[config.mk]
export PLATFORM = sky130hd
export DESIGN_NAME = dla_top
export DESIGN_NICKNAME = d
export VERILOG_FILES = /design/src/rtl/dla_pkg.sv /design/src/rtl/dla_top.sv /design/src/rtl/mac_array.sv /design/src/rtl/line_loader.sv /design/src/rtl/dla_ctrl.sv /design/src/rtl/instr_fifo.sv /design/src/rtl/instr_fetch.sv
export VERILOG_INCLUDE_DIRS = /design/src /design/src/rtl
export SDC_FILE = /design/constraint.sdc
export NUM_CORES = 2
export LEC_CHECK = 0
export BUFFER_PORTS_ARGS = -buffer_cell sky130_fd_sc_hd__buf_2
export CAP_MARGIN = 30
export CELL_PAD_IN_SITES_DETAIL_PLACEMENT = 1
export CELL_PAD_IN_SITES_GLOBAL_PLACEMENT = 1
export CORE_ASPECT_RATIO = 0.8
export CORE_UTILIZATION = 45
export CTS_CLUSTER_DIAMETER = 200
export DETAILED_ROUTE_END_ITERATION = 7
export GPL_ROUTABILITY_DRIVEN = 0
export PLACE_DENSITY_LB_ADDON = 0.1
export SETUP_SLACK_MARGIN = 0.02
export SYNTH_ARGS = -nofsm -noshare
export SYNTH_HDL_FRONTEND = slang
export SYNTH_SLANG_ARGS = --single-unit
[constraint.sdc]
create_clock -name clk -period 10.57 [get_ports clk]
set_input_delay 2.114 -clock clk [delete_from_list [all_inputs] [get_ports clk]]
set_output_delay 2.114 -clock clk [all_outputs]
set_load 0.01 [all_outputs]
[src/rtl/dla_params.svh]
`ifndef DLA_PARAMS_SVH
`define DLA_PARAMS_SVH

// datapath geometry
`define DLA_LANES        4   // lanes per line
`define DLA_LANE_W       8   // bits per feature or weight
`define DLA_LINE_W       32  // bus word and buffer line
`define DLA_ACC_W        18  // dot product width

// storage
`define DLA_BUF_DEPTH    16  // lines per on-chip buffer
`define DLA_FIFO_DEPTH   8   // instruction entries
`define DLA_EXT_AW       16  // external address bits

////////////////////////////////////////
// instruction fields, msb first
////////////////////////////////////////
`define DLA_OP_W         4   // opcode
`define DLA_IDX_W        4   // buffer line index
`define DLA_CNT_W        4   // load length minus one
`define DLA_SHIFT_W      4   // scaler shift amount

`endif
[src/rtl/dla_pkg.sv]
`include "dla_params.svh"

package dla_pkg;

    ////////////////////////////////////////
    // plain vectors
    ////////////////////////////////////////
    typedef logic [`DLA_LINE_W-1:0]        line_t;       // bus word / buffer line
    typedef logic signed [`DLA_LANE_W-1:0] lane_t;       // one feature or weight
    typedef logic [`DLA_EXT_AW-1:0]        ext_addr_t;
    typedef logic [`DLA_IDX_W-1:0]         line_addr_t;  // wraps at 16 lines
    typedef logic signed [`DLA_ACC_W-1:0]  acc_t;
    typedef logic [`DLA_SHIFT_W-1:0]       shift_t;
    typedef logic [`DLA_CNT_W-1:0]         count_t;      // lines minus one

    // undefined codes fall through as nop
    typedef enum logic [`DLA_OP_W-1:0] {
        NOP     = 4'd0,
        LOAD_F  = 4'd1,
        LOAD_W  = 4'd2,
        COMPUTE = 4'd3,
        HALT    = 4'd15
    } opcode_e;

    typedef struct packed {
        opcode_e    opcode;
        line_addr_t line;   // load dest or feature line
        count_t     count;
        ext_addr_t  src;    // low nibble is weight line on compute
        shift_t     shift;
    } instr_t;

    typedef struct packed {
        line_addr_t line;
        count_t     count;
        ext_addr_t  src;
    } load_cmd_t;

    typedef struct packed {
        line_addr_t f_line;
        line_addr_t w_line;
        shift_t     shift;
    } mac_cmd_t;

    typedef enum logic [2:0] {IDLE, POP, EXEC, WAIT_LOAD, DONE} ctrl_state_e;

endpackage

[src/rtl/dla_top.sv]
module dla_top (
    input  logic               clk,
    input  logic               i_rst_n,
    input  logic               i_start,
    // instruction memory
    output dla_pkg::ext_addr_t o_instr_addr,
    output logic               o_instr_rd_en,
    input  dla_pkg::line_t     i_instr_data,
    // feature bus
    output dla_pkg::ext_addr_t o_feat_addr,
    output logic               o_feat_rd_en,
    input  dla_pkg::line_t     i_feat_data,
    // weight bus
    output dla_pkg::ext_addr_t o_wgt_addr,
    output logic               o_wgt_rd_en,
    input  dla_pkg::line_t     i_wgt_data,
    // result
    output dla_pkg::acc_t      o_result,
    output logic               o_result_valid,
    output logic               o_done
);
    import dla_pkg::*;

    logic       fetch_start;
    logic       fifo_wr_en;
    instr_t     fifo_wr_data;
    logic       fifo_afull;
    logic       fifo_rd;
    instr_t     fifo_rd_data;
    logic       fifo_empty;
    logic       feat_start;
    logic       wgt_start;
    logic       feat_done;
    logic       wgt_done;
    load_cmd_t  load_cmd;     // shared by both loaders
    logic       mac_start;
    mac_cmd_t   mac_cmd;
    line_addr_t f_line;
    line_addr_t w_line;
    line_t      f_data;
    line_t      w_data;

    ////////////////////////////////////////
    // instruction path
    ////////////////////////////////////////
    instr_fetch u_fetch (
        .clk(clk), .i_rst_n(i_rst_n), .i_start(fetch_start),
        .i_instr_data(i_instr_data), .i_fifo_afull(fifo_afull),
        .o_instr_addr(o_instr_addr), .o_instr_rd_en(o_instr_rd_en),
        .o_wr_en(fifo_wr_en), .o_wr_data(fifo_wr_data)
    );

    instr_fifo u_fifo (
        .clk(clk), .i_rst_n(i_rst_n),
        .i_wr_en(fifo_wr_en), .i_wr_data(fifo_wr_data),
        .i_rd_en(fifo_rd), .o_rd_data(fifo_rd_data),
        .o_empty(fifo_empty), .o_full(), .o_afull(fifo_afull)   // afull throttles fetch
    );

    dla_ctrl u_ctrl (
        .clk(clk), .i_rst_n(i_rst_n), .i_start(i_start),
        .i_fifo_empty(fifo_empty), .i_instr(fifo_rd_data),
        .i_feat_done(feat_done), .i_wgt_done(wgt_done),
        .o_fetch_start(fetch_start), .o_fifo_rd(fifo_rd),
        .o_feat_start(feat_start), .o_wgt_start(wgt_start), .o_load_cmd(load_cmd),
        .o_mac_start(mac_start), .o_mac_cmd(mac_cmd), .o_done(o_done)
    );

    ////////////////////////////////////////
    // buffers and datapath
    ////////////////////////////////////////
    line_loader feat_loader (
        .clk(clk), .i_rst_n(i_rst_n), .i_start(feat_start), .i_cmd(load_cmd),
        .i_ext_data(i_feat_data), .o_ext_addr(o_feat_addr), .o_ext_rd_en(o_feat_rd_en),
        .o_load_done(feat_done), .i_rd_line(f_line), .o_rd_data(f_data)
    );

    line_loader wgt_loader (
        .clk(clk), .i_rst_n(i_rst_n), .i_start(wgt_start), .i_cmd(load_cmd),
        .i_ext_data(i_wgt_data), .o_ext_addr(o_wgt_addr), .o_ext_rd_en(o_wgt_rd_en),
        .o_load_done(wgt_done), .i_rd_line(w_line), .o_rd_data(w_data)
    );

    mac_array u_mac (
        .clk(clk), .i_rst_n(i_rst_n), .i_start(mac_start), .i_cmd(mac_cmd),
        .o_f_line(f_line), .o_w_line(w_line), .i_f_data(f_data), .i_w_data(w_data),
        .o_result(o_result), .o_result_valid(o_result_valid)
    );

endmodule

[src/rtl/mac_array.sv]
`include "dla_params.svh"

module mac_array (
    input  logic                clk,
    input  logic                i_rst_n,
    input  logic                i_start,
    input  dla_pkg::mac_cmd_t   i_cmd,
    output dla_pkg::line_addr_t o_f_line,
    output dla_pkg::line_addr_t o_w_line,
    input  dla_pkg::line_t      i_f_data,
    input  dla_pkg::line_t      i_w_data,
    output dla_pkg::acc_t       o_result,
    output logic                o_result_valid
);
    import dla_pkg::*;

    localparam int LW = `DLA_LANE_W;

    acc_t   prod [`DLA_LANES];
    acc_t   sum_d;
    acc_t   sum_q;
    acc_t   result_q;
    logic   v1_q;         // loader data valid
    logic   v2_q;         // sum valid
    logic   v3_q;         // scaled result valid
    shift_t sh1_q;
    shift_t sh2_q;

    // stage 1 drives the buffer indices straight from the command
    assign o_f_line = i_cmd.f_line;
    assign o_w_line = i_cmd.w_line;

    ////////////////////////////////////////
    // lane products and adder tree
    ////////////////////////////////////////
    for (genvar l = 0; l < `DLA_LANES; l++) begin : g_lane
        lane_t f_lane;
        lane_t w_lane;
        assign f_lane  = lane_t'(i_f_data[l*LW +: LW]);
        assign w_lane  = lane_t'(i_w_data[l*LW +: LW]);
        assign prod[l] = acc_t'(f_lane) * acc_t'(w_lane);   // signed
    end

    always_comb begin
        sum_d = '0;
        for (int l = 0; l < `DLA_LANES; l++) begin
            sum_d = sum_d + prod[l];
        end
    end

    // stages 2 and 3 payload
    always_ff @(posedge clk) begin
        sum_q    <= sum_d;
        result_q <= sum_q >>> sh2_q;   // arithmetic scaler
        sh1_q    <= i_cmd.shift;
        sh2_q    <= sh1_q;
    end

    // valid travels with the data
    always_ff @(posedge clk) begin
        if (!i_rst_n) begin
            v1_q <= 1'b0;
            v2_q <= 1'b0;
            v3_q <= 1'b0;
        end else begin
            v1_q <= i_start;
            v2_q <= v1_q;
            v3_q <= v2_q;
        end
    end

    assign o_result       = result_q;
    assign o_result_valid = v3_q;

endmodule

[src/rtl/line_loader.sv]
`include "dla_params.svh"

module line_loader (
    input  logic                clk,
    input  logic                i_rst_n,
    input  logic                i_start,
    input  dla_pkg::load_cmd_t  i_cmd,
    input  dla_pkg::line_t      i_ext_data,
    output dla_pkg::ext_addr_t  o_ext_addr,
    output logic                o_ext_rd_en,
    output logic                o_load_done,
    input  dla_pkg::line_addr_t i_rd_line,
    output dla_pkg::line_t      o_rd_data
);
    import dla_pkg::*;

    line_t      line_mem [`DLA_BUF_DEPTH];
    logic       busy_q;       // issuing reads
    count_t     left_q;       // reads left after this one
    ext_addr_t  addr_q;
    logic       pend_q;       // data returns this cycle
    logic       last_q;       // ... and it is the final line
    line_addr_t wr_line_q;    // next buffer line to fill

    assign o_ext_rd_en = busy_q;
    assign o_ext_addr  = addr_q;
    assign o_load_done = pend_q && last_q;   // same cycle as last write

    ////////////////////////////////////////
    // external read sequencing
    ////////////////////////////////////////
    always_ff @(posedge clk) begin
        if (!i_rst_n) begin
            busy_q    <= 1'b0;
            left_q    <= '0;
            addr_q    <= '0;
            pend_q    <= 1'b0;
            last_q    <= 1'b0;
            wr_line_q <= '0;
        end else begin
            pend_q <= busy_q;
            last_q <= busy_q && (left_q == '0);
            if (i_start) begin
                busy_q    <= 1'b1;      // first read next cycle
                left_q    <= i_cmd.count;
                addr_q    <= i_cmd.src;
                wr_line_q <= i_cmd.line;
            end else if (busy_q) begin
                addr_q <= addr_q + 1'b1;
                if (left_q == '0) begin
                    busy_q <= 1'b0;
                end else begin
                    left_q <= left_q - 1'b1;
                end
            end
            if (pend_q) begin
                wr_line_q <= wr_line_q + 1'b1;   // wraps at 16
            end
        end
    end

    // buffer write and registered read port
    always_ff @(posedge clk) begin
        if (pend_q) begin
            line_mem[wr_line_q] <= i_ext_data;
        end
        o_rd_data <= line_mem[i_rd_line];   // one cycle latency
    end

endmodule

[src/rtl/dla_ctrl.sv]
module dla_ctrl (
    input  logic               clk,
    input  logic               i_rst_n,
    input  logic               i_start,
    input  logic               i_fifo_empty,
    input  dla_pkg::instr_t    i_instr,       // fifo head, valid in EXEC
    input  logic               i_feat_done,
    input  logic               i_wgt_done,
    output logic               o_fetch_start,
    output logic               o_fifo_rd,
    output logic               o_feat_start,
    output logic               o_wgt_start,
    output dla_pkg::load_cmd_t o_load_cmd,
    output logic               o_mac_start,
    output dla_pkg::mac_cmd_t  o_mac_cmd,
    output logic               o_done
);
    import dla_pkg::*;

    ctrl_state_e state_q;
    ctrl_state_e state_d;

    ////////////////////////////////////////
    // decode of the instruction fields
    ////////////////////////////////////////
    assign o_load_cmd = '{
        line:  i_instr.line,
        count: i_instr.count,
        src:   i_instr.src
    };

    // weight line rides in the low nibble of src
    assign o_mac_cmd = '{
        f_line: i_instr.line,
        w_line: line_addr_t'(i_instr.src),
        shift:  i_instr.shift
    };

    assign o_done = (state_q == DONE);   // held until restart

    // next state and strobes
    always_comb begin
        state_d       = state_q;
        o_fetch_start = 1'b0;
        o_fifo_rd     = 1'b0;
        o_feat_start  = 1'b0;
        o_wgt_start   = 1'b0;
        o_mac_start   = 1'b0;
        case (state_q)
            IDLE, DONE: begin
                if (i_start) begin
                    o_fetch_start = 1'b1;
                    state_d       = POP;
                end
            end
            POP: begin
                if (!i_fifo_empty) begin
                    o_fifo_rd = 1'b1;   // word shows up next cycle
                    state_d   = EXEC;
                end
            end
            EXEC: begin
                case (i_instr.opcode)
                    LOAD_F: begin
                        o_feat_start = 1'b1;
                        state_d      = WAIT_LOAD;
                    end
                    LOAD_W: begin
                        o_wgt_start = 1'b1;
                        state_d     = WAIT_LOAD;
                    end
                    COMPUTE: begin
                        o_mac_start = 1'b1;   // result 3 cycles on
                        state_d     = POP;
                    end
                    HALT:    state_d = DONE;
                    default: state_d = POP;   // nop and unknown codes
                endcase
            end
            WAIT_LOAD: begin
                // only one loader busy at a time
                if (i_feat_done || i_wgt_done) begin
                    state_d = POP;
                end
            end
            default: state_d = IDLE;
        endcase
    end

    always_ff @(posedge clk) begin
        if (!i_rst_n) begin
            state_q <= IDLE;
        end else begin
            state_q <= state_d;
        end
    end

endmodule

[src/rtl/instr_fifo.sv]
`include "dla_params.svh"

module instr_fifo (
    input  logic            clk,
    input  logic            i_rst_n,
    input  logic            i_wr_en,
    input  dla_pkg::instr_t i_wr_data,
    input  logic            i_rd_en,
    output dla_pkg::instr_t o_rd_data,
    output logic            o_empty,
    output logic            o_full,
    output logic            o_afull
);
    import dla_pkg::*;

    localparam int DEPTH = `DLA_FIFO_DEPTH;
    localparam int AW    = $clog2(DEPTH);

    instr_t        mem [DEPTH];
    logic [AW-1:0] wr_ptr_q;    // wraps, depth is a power of two
    logic [AW-1:0] rd_ptr_q;
    logic [AW:0]   count_q;     // occupancy
    logic          do_wr;
    logic          do_rd;

    assign do_wr = i_wr_en && !o_full;
    assign do_rd = i_rd_en && !o_empty;

    // flags straight off the counter
    assign o_empty = (count_q == '0);
    assign o_full  = (count_q == (AW+1)'(DEPTH));
    assign o_afull = (count_q >= (AW+1)'(DEPTH - 1));   // one slot or less

    ////////////////////////////////////////
    // storage and registered read
    ////////////////////////////////////////
    always_ff @(posedge clk) begin
        if (do_wr) begin
            mem[wr_ptr_q] <= i_wr_data;
        end
        if (do_rd) begin
            o_rd_data <= mem[rd_ptr_q];   // visible next cycle
        end
    end

    // pointers and occupancy
    always_ff @(posedge clk) begin
        if (!i_rst_n) begin
            wr_ptr_q <= '0;
            rd_ptr_q <= '0;
            count_q  <= '0;
        end else begin
            if (do_wr) begin
                wr_ptr_q <= wr_ptr_q + 1'b1;
            end
            if (do_rd) begin
                rd_ptr_q <= rd_ptr_q + 1'b1;
            end
            case ({do_wr, do_rd})
                2'b10:   count_q <= count_q + 1'b1;
                2'b01:   count_q <= count_q - 1'b1;
                default: count_q <= count_q;   // both or neither
            endcase
        end
    end

endmodule

[src/rtl/instr_fetch.sv]
module instr_fetch (
    input  logic              clk,
    input  logic              i_rst_n,
    input  logic              i_start,       // fetch start from ctrl
    input  dla_pkg::line_t    i_instr_data,
    input  logic              i_fifo_afull,
    output dla_pkg::ext_addr_t o_instr_addr,
    output logic              o_instr_rd_en,
    output logic              o_wr_en,
    output dla_pkg::instr_t   o_wr_data
);
    import dla_pkg::*;

    ext_addr_t addr_q;       // next word to read
    logic      running_q;
    logic      inflight_q;   // word returns this cycle
    instr_t    ret_word;
    logic      halt_seen;

    assign ret_word  = instr_t'(i_instr_data);
    assign halt_seen = inflight_q && (ret_word.opcode == HALT);

    // no read once halt is back, so addresses stop at the halt word
    assign o_instr_rd_en = running_q && !i_fifo_afull && !halt_seen;
    assign o_instr_addr  = addr_q;

    // every returning word goes to the fifo, halt included
    assign o_wr_en   = inflight_q;
    assign o_wr_data = ret_word;

    ////////////////////////////////////////
    // address counter and run flag
    ////////////////////////////////////////
    always_ff @(posedge clk) begin
        if (!i_rst_n) begin
            addr_q     <= '0;
            running_q  <= 1'b0;
            inflight_q <= 1'b0;
        end else begin
            inflight_q <= o_instr_rd_en;   // one cycle read latency
            if (i_start) begin
                addr_q    <= '0;           // program starts at 0
                running_q <= 1'b1;
            end else begin
                if (o_instr_rd_en) begin
                    addr_q <= addr_q + 1'b1;
                end
                if (halt_seen) begin
                    running_q <= 1'b0;     // end of program
                end
            end
        end
    end

endmodule

### Word level (Yosys, flattened, before mapping)

Memory sizes are Yosys's and may differ from the RTL's. A register that Yosys moved wholly into a read port is not among the register bits.
Cells that the tools add are included.

* multiply operators: 4
* bitwise operators: 1
* shifts and indexed selects: 1
* divide/modulo/power cells: 0
* magnitude comparators: 1
* reduce and logical (&&, ||, !) cells: 31
* muxes and demuxes: 43
* $add $sub $neg: 14
* equality and inequality tests: 17

Operators by type and width (number)
* $mul 8x8->16: 4
* $mux 16: 4
* $add 18x18->18: 3
* $add 16x1->16 const B: 3
* $mux 4: 10
* $mux 1: 23
* $sshr 18x4->18: 1
* $add 4x1->4 const B: 3
* $eq 4x4->1 const B: 3
* $logic_not 4->1: 3
* $pmux 3 s4: 1
* $reduce_bool 2->1: 6
* $sub 4x1->4 const B: 3
* $logic_and 1x1->1: 9
* $mux 3: 3
* $eq 4x2->1 const B: 2
* $pmux 4 s2: 1
* $add 3x1->3 const B: 2
* $eq 3x2->1 const B: 2
* $ne 2x2->1 const B: 3
* $pmux 3 s2: 1
* $reduce_and 2->1: 3
* $reduce_or 2->1: 3
* $eq 4x1->1 const B: 1
* 11 further kinds: 15

* memories kept: 3
* register bits: 132
* memory bits (writable): 1280
* bits in latches: 0
* bits in read-only memories: 0
* bits of input ports: 99

Memory list
* feat_loader.line_mem: words 16, bits a word 32, rd ports 1, clocked after memory_dff 1, write ports 1, RTL line line_loader.sv:17 `` line_t line_mem [`DLA_BUF_DEPTH]; ``
* wgt_loader.line_mem: words 16, bits a word 32, rd ports 1, clocked after memory_dff 1, write ports 1, RTL line line_loader.sv:17
* u_fifo.mem: words 8, bits a word 32, rd ports 1, clocked after memory_dff 1, write ports 1, RTL line instr_fifo.sv:19 `instr_t mem [DEPTH];`

### Depth between registers and ports, before layout

* depth after elaboration: 6
* depth in mapped cells: 27
* mapped depth without buffers: 27

### Cells and area by module

Synthesis repeated with hierarchy kept, for this count alone.

* cells, all modules: 3962
* area, all modules: 68031.5 µm²

By module, submodules not included
* line_loader at feat_loader: cells each 1006, area an instance 21262.9 µm², seq. area each 16555.9 µm², instances 1
* line_loader at wgt_loader: cells each 1006, area an instance 21219.1 µm², seq. area each 16555.9 µm², instances 1
* mac_array: cells each 1277, area an instance 12690.9 µm², seq. area each 940.9 µm², instances 1
* instr_fifo: cells each 474, area an instance 11184.5 µm², seq. area each 8848.5 µm², instances 1
* instr_fetch: cells each 131, area an instance 1147.4 µm², seq. area each 360.3 µm², instances 1
* dla_ctrl: cells each 68, area an instance 526.8 µm², seq. area each 60.1 µm², instances 1

### Least setup slack after synthesis

No wires, ideal clock.

* kind: reg2reg
* from: register feat_loader.o_rd_data[21] (read register of feat_loader.line_mem)
* to: register u_mac.sum_q[17]
* library setup time: 0.126 ns
* data arrival time: 6.010 ns
* stages on the path, launching flop included: 28
* data required time: 10.444 ns
* slack: 4.434 ns
* cell sequence: dfxtp_1 and2_1 fa_1 inv_1 fa_1 inv_1 fa_1 inv_1 fa_1 inv_1 ha_1 inv_1 o21ai_0 a2111oi_0 o41ai_1 a21oi_1 xnor2_1 fa_1 inv_1 fa_1 inv_1 ha_1 a21oi_1 o21bai_1 o21ai_0 a21oi_1 a21oi_1 nor3_1

* cells in the longest elaborated chain, start to end: 3

RTL lines
* start: declaration: RTL line line_loader.sv:13 `output dla_pkg::line_t o_rd_data`
* $mul 8x8->16: RTL line mac_array.sv:41 `assign prod[l] = acc_t'(f_lane) * acc_t'(w_lane);`
* $add 18x18->18 (2 in a row): RTL line mac_array.sv:47 `sum_d = sum_d + prod[l];`
* named net u_mac.sum_d[17]: RTL line mac_array.sv:20 `acc_t sum_d;`
* end signal: assignment: RTL line mac_array.sv:53 `sum_q <= sum_d;`
* end: declaration: RTL line mac_array.sv:21 `acc_t sum_q;`

The timed path passes the listed nets, and every way through them passes these cells.
A chain may end at the register's enable or synchronous reset.

### Final worst setup path

* from: register wgt_loader.o_rd_data[26] (read register of wgt_loader.line_mem)
* to: register u_mac.sum_q[15]

* cells in the longest elaborated chain, start to end: 2

RTL lines (RTL line)
* start: declaration: line_loader.sv:13
* $mul 8x8->16: mac_array.sv:41
* $add 18x18->18: mac_array.sv:47
* named net u_mac.sum_d[15]: mac_array.sv:20

The timed path passes the listed nets, and every way through them passes these cells.

==> flow_metrics.env <==
export IMPL_post_cts_resized=0
export IMPL_clock_latency_ps=790
export IMPL_start_util_pct=45.31
export IMPL_viasPerCell=5.415
export IMPL_max_cap_violations=0
export IMPL_worst_pin_slew_ps=1002
export IMPL_async_flop_share_pct=0
export IMPL_first_pass_iters=7
export IMPL_track_usage_pct=21.39
export IMPL_grt_max_degree=131
export IMPL_multi_input_area_um2=22570
export IMPL_cts_max_level=4
export IMPL_dp_cells=5998
export IMPL_min_path_type="register to register"
export IMPL_synth_largest_area_cell="edfxtp_1"
export IMPL_cp_startpoint="wgt_loader.o_rd_data[26]"
export IMPL_synth_edf_count=1312
export IMPL_cts_sinks=1508
export IMPL_crit_path_max_fanout=8
export IMPL_drt_iter0_markers=2508
export IMPL_critPathMaxStageDelay_ps=640
export IMPL_synth_nets=4403
export IMPL_syn2layout_area_growth_pct=12.21
export IMPL_core_um2=149800
export IMPL_critPathCaptureType="register"
export IMPL_max_freq_mhz=142.3
export IMPL_hold_viol=0
export IMPL_final_cell_count_no_fill=6286
export IMPL_skew_ps=43.96
export IMPL_drc=0
export IMPL_cts_setup_buffers=0
export IMPL_root_buffer="clkbuf_16"
export IMPL_synth_seq_cells=1508
export IMPL_tns_ps=0
export IMPL_maxSlewHeadroom_pct=33.20
export IMPL_r2r_start="wgt_loader.o_rd_data[26]"
export IMPL_finalCriticalPeriod_ps=7028
export IMPL_setup_viol=0
export IMPL_antenna_found_initial=29
export IMPL_netlist_instances=3899
export IMPL_cp_slowest_cell="o31ai_1"
export IMPL_grt_pass1_vias=36600
export IMPL_grt_ovfl_total=0
export IMPL_dp_final_hpwl_um=99080
export IMPL_crit_required_ps=11200
export IMPL_worstSetupPathType="register to register"
export IMPL_min_from="u_fifo.o_rd_data[1]"
export IMPL_yosysWarnings=0
export IMPL_routed_wl_um=160800
export IMPL_cpLargestDelayFamily="adder cells"
export IMPL_wl_per_cell_um=25.59
export IMPL_status="completed"
export IMPL_cts_buffers=152
export IMPL_drive_gt1_share_pct=21.40
export IMPL_cts_buffer_depth=3
export IMPL_io_pins=170
export IMPL_syn_avg_cell_area_um2=17.41
export IMPL_die_area_um2=152400
export IMPL_io_buffers=169
export IMPL_die_w_um=436.3
export IMPL_num_rows=127
export IMPL_mostFrequentLayoutCells="edfxtp_1 (1312), inv_1 (414), mux4_2 (380), fa_1 (254), dfxtp_1 (193)"
export IMPL_path_cells="and2_1 > fa_1 > inv_1 > fa_1 > inv_1 > fa_1 > inv_1 > fa_1 > inv_1 > ha_1 > inv_1 > o21ai_0 > a2111oi_0 > nor3_1 > xnor2_1 > fa_1 > fa_1 > ha_1 > inv_1 > o31ai_1 > mux2i_1 > o211ai_1"
export IMPL_ys_types=63
export IMPL_yosysSeqAreaShare_pct=63.81
export IMPL_rsz0062_at_grt="false"
export IMPL_maxSlewViolCount=0
export IMPL_syn_cell_area_um2=67900
export IMPL_yosysTopAreaCellShare_pct=58.03
export IMPL_yosys_most_used_dff="edfxtp_1"
export IMPL_fin_nets=4658
export IMPL_cts_clk_slew_worst_paths_ps=60
export IMPL_fill_cells=13810
export IMPL_seq_area_um2=43330
export IMPL_cp_start_kind="register"
export IMPL_final_common_cell="edfxtp_1"
export IMPL_finalCritPeriodShare_pct=66.49
export IMPL_cp_arrival_ps=7660
export IMPL_grt_first_pass_wirelength_um=240500
export IMPL_synthTopCellsByArea="edfxtp_1 (58%), mux4_2 (13%), fa_1 (7.5%)"
export IMPL_cts_hold_buf=0
export IMPL_die_height_um=349.4
export IMPL_dr_total_vias=34040
export IMPL_critPathBufInv=6
export IMPL_drtAntennaViolNets=0
export IMPL_tritoncts="yes"
routing by layer:
layer  up-vias  part of all wire (%)  track usage, %
met2       581                    47           34.18
met5         -                 0.056               0
met1     18200                    47           31.08
met3       180                   3.9           3.583
met4        14                   1.4           4.475
li1      15060                     -               -
synthesized netlist by cell type, types with 54 or more instances:
| cell | n |
|---|---|
| a21oi_1 | 78 |
| and2_1 | 176 |
| clkbuf_1 | 59 |
| dfxtp_1 | 196 |
| edfxtp_1 | 1312 |
| fa_1 | 254 |
| ha_1 | 151 |
| inv_1 | 415 |
| mux4_2 | 380 |
| nand2_1 | 122 |
| nor2_1 | 155 |
| xnor2_1 | 78 |
| xor2_1 | 54 |
final timing paths:
kind,cells past startpoint,endpoint,slack (ps)
setup reg to reg,22,u_mac.sum_q[15],3540
hold reg to reg,0,u_mac.sh1_q[1],340
setup / recovery,22,u_mac.sum_q[15],3540
hold / removal,0,u_mac.sh1_q[1],340
layout make-up:
cell class,count,area share (%)
antenna,6,0.01971
clock buffer,207,5.398
clock inverter,74,0.8868
inverter,417,2.055
multi-input combinational,1842,29.63
sequential,1508,56.87
tap,1999,3.283
timing repair buffer,233,1.857
worst reg2reg max path, cell delays in order, from the launching register on:
cell and delay (ps):
dfxtp_1 400, and2_1 210, fa_1 530, inv_1 50, fa_1 540, inv_1 50
fa_1 470, inv_1 50, fa_1 480, inv_1 40, ha_1 310, inv_1 80
o21ai_0 120, a2111oi_0 610, nor3_1 120, xnor2_1 360, fa_1 510, fa_1 450
ha_1 410, inv_1 70, o31ai_1 640, mux2i_1 270, o211ai_1 100
logic make-up (layout without fill, tap and decap cells):
kind of cell    Yosys count  after routing  share of synthesized area, %
xor+xnor                132            132                         1.703
buf+inv                 549            931                         3.358
other cells               0              6                             0
flops                  1508           1508                         63.81
fa+ha+maj               405            405                         10.27
mux                     458            458                         14.04
compound gates          231            231                         2.241
simple gates            616            616                         4.583
stage by stage:
step | instance area (um2) | setup WS, ps | utilization (%) | hold WS [ps]
2_1_floorplan | 67900 | 4434 | - | 309.6
3_3_place_gp | 71290 | 3706 | 47.57 | 327.7
3_5_place_dp | 71350 | 3594 | 47.62 | 328.6
4_1_cts | 76140 | 3520 | 50.81 | 346.5
5_1_grt | 76180 | 3112 | 50.84 | 352.3
6_report | 76190 | 3542 | 50.84 | 344.1
registers in the layout, indices dropped and copies added (netlist names), 18 cells and up:
name                   count
u_fifo.mem               256
feat_loader.o_rd_data     32
u_mac.sum_q               18
wgt_loader.line_mem      512
u_mac.o_result            18
feat_loader.line_mem     512
wgt_loader.o_rd_data      32
u_fifo.o_rd_data          32
Power is left out: the tool's default activity adds up to more than one toggle a clock period on the data nets, which glitch-free logic cannot reach.
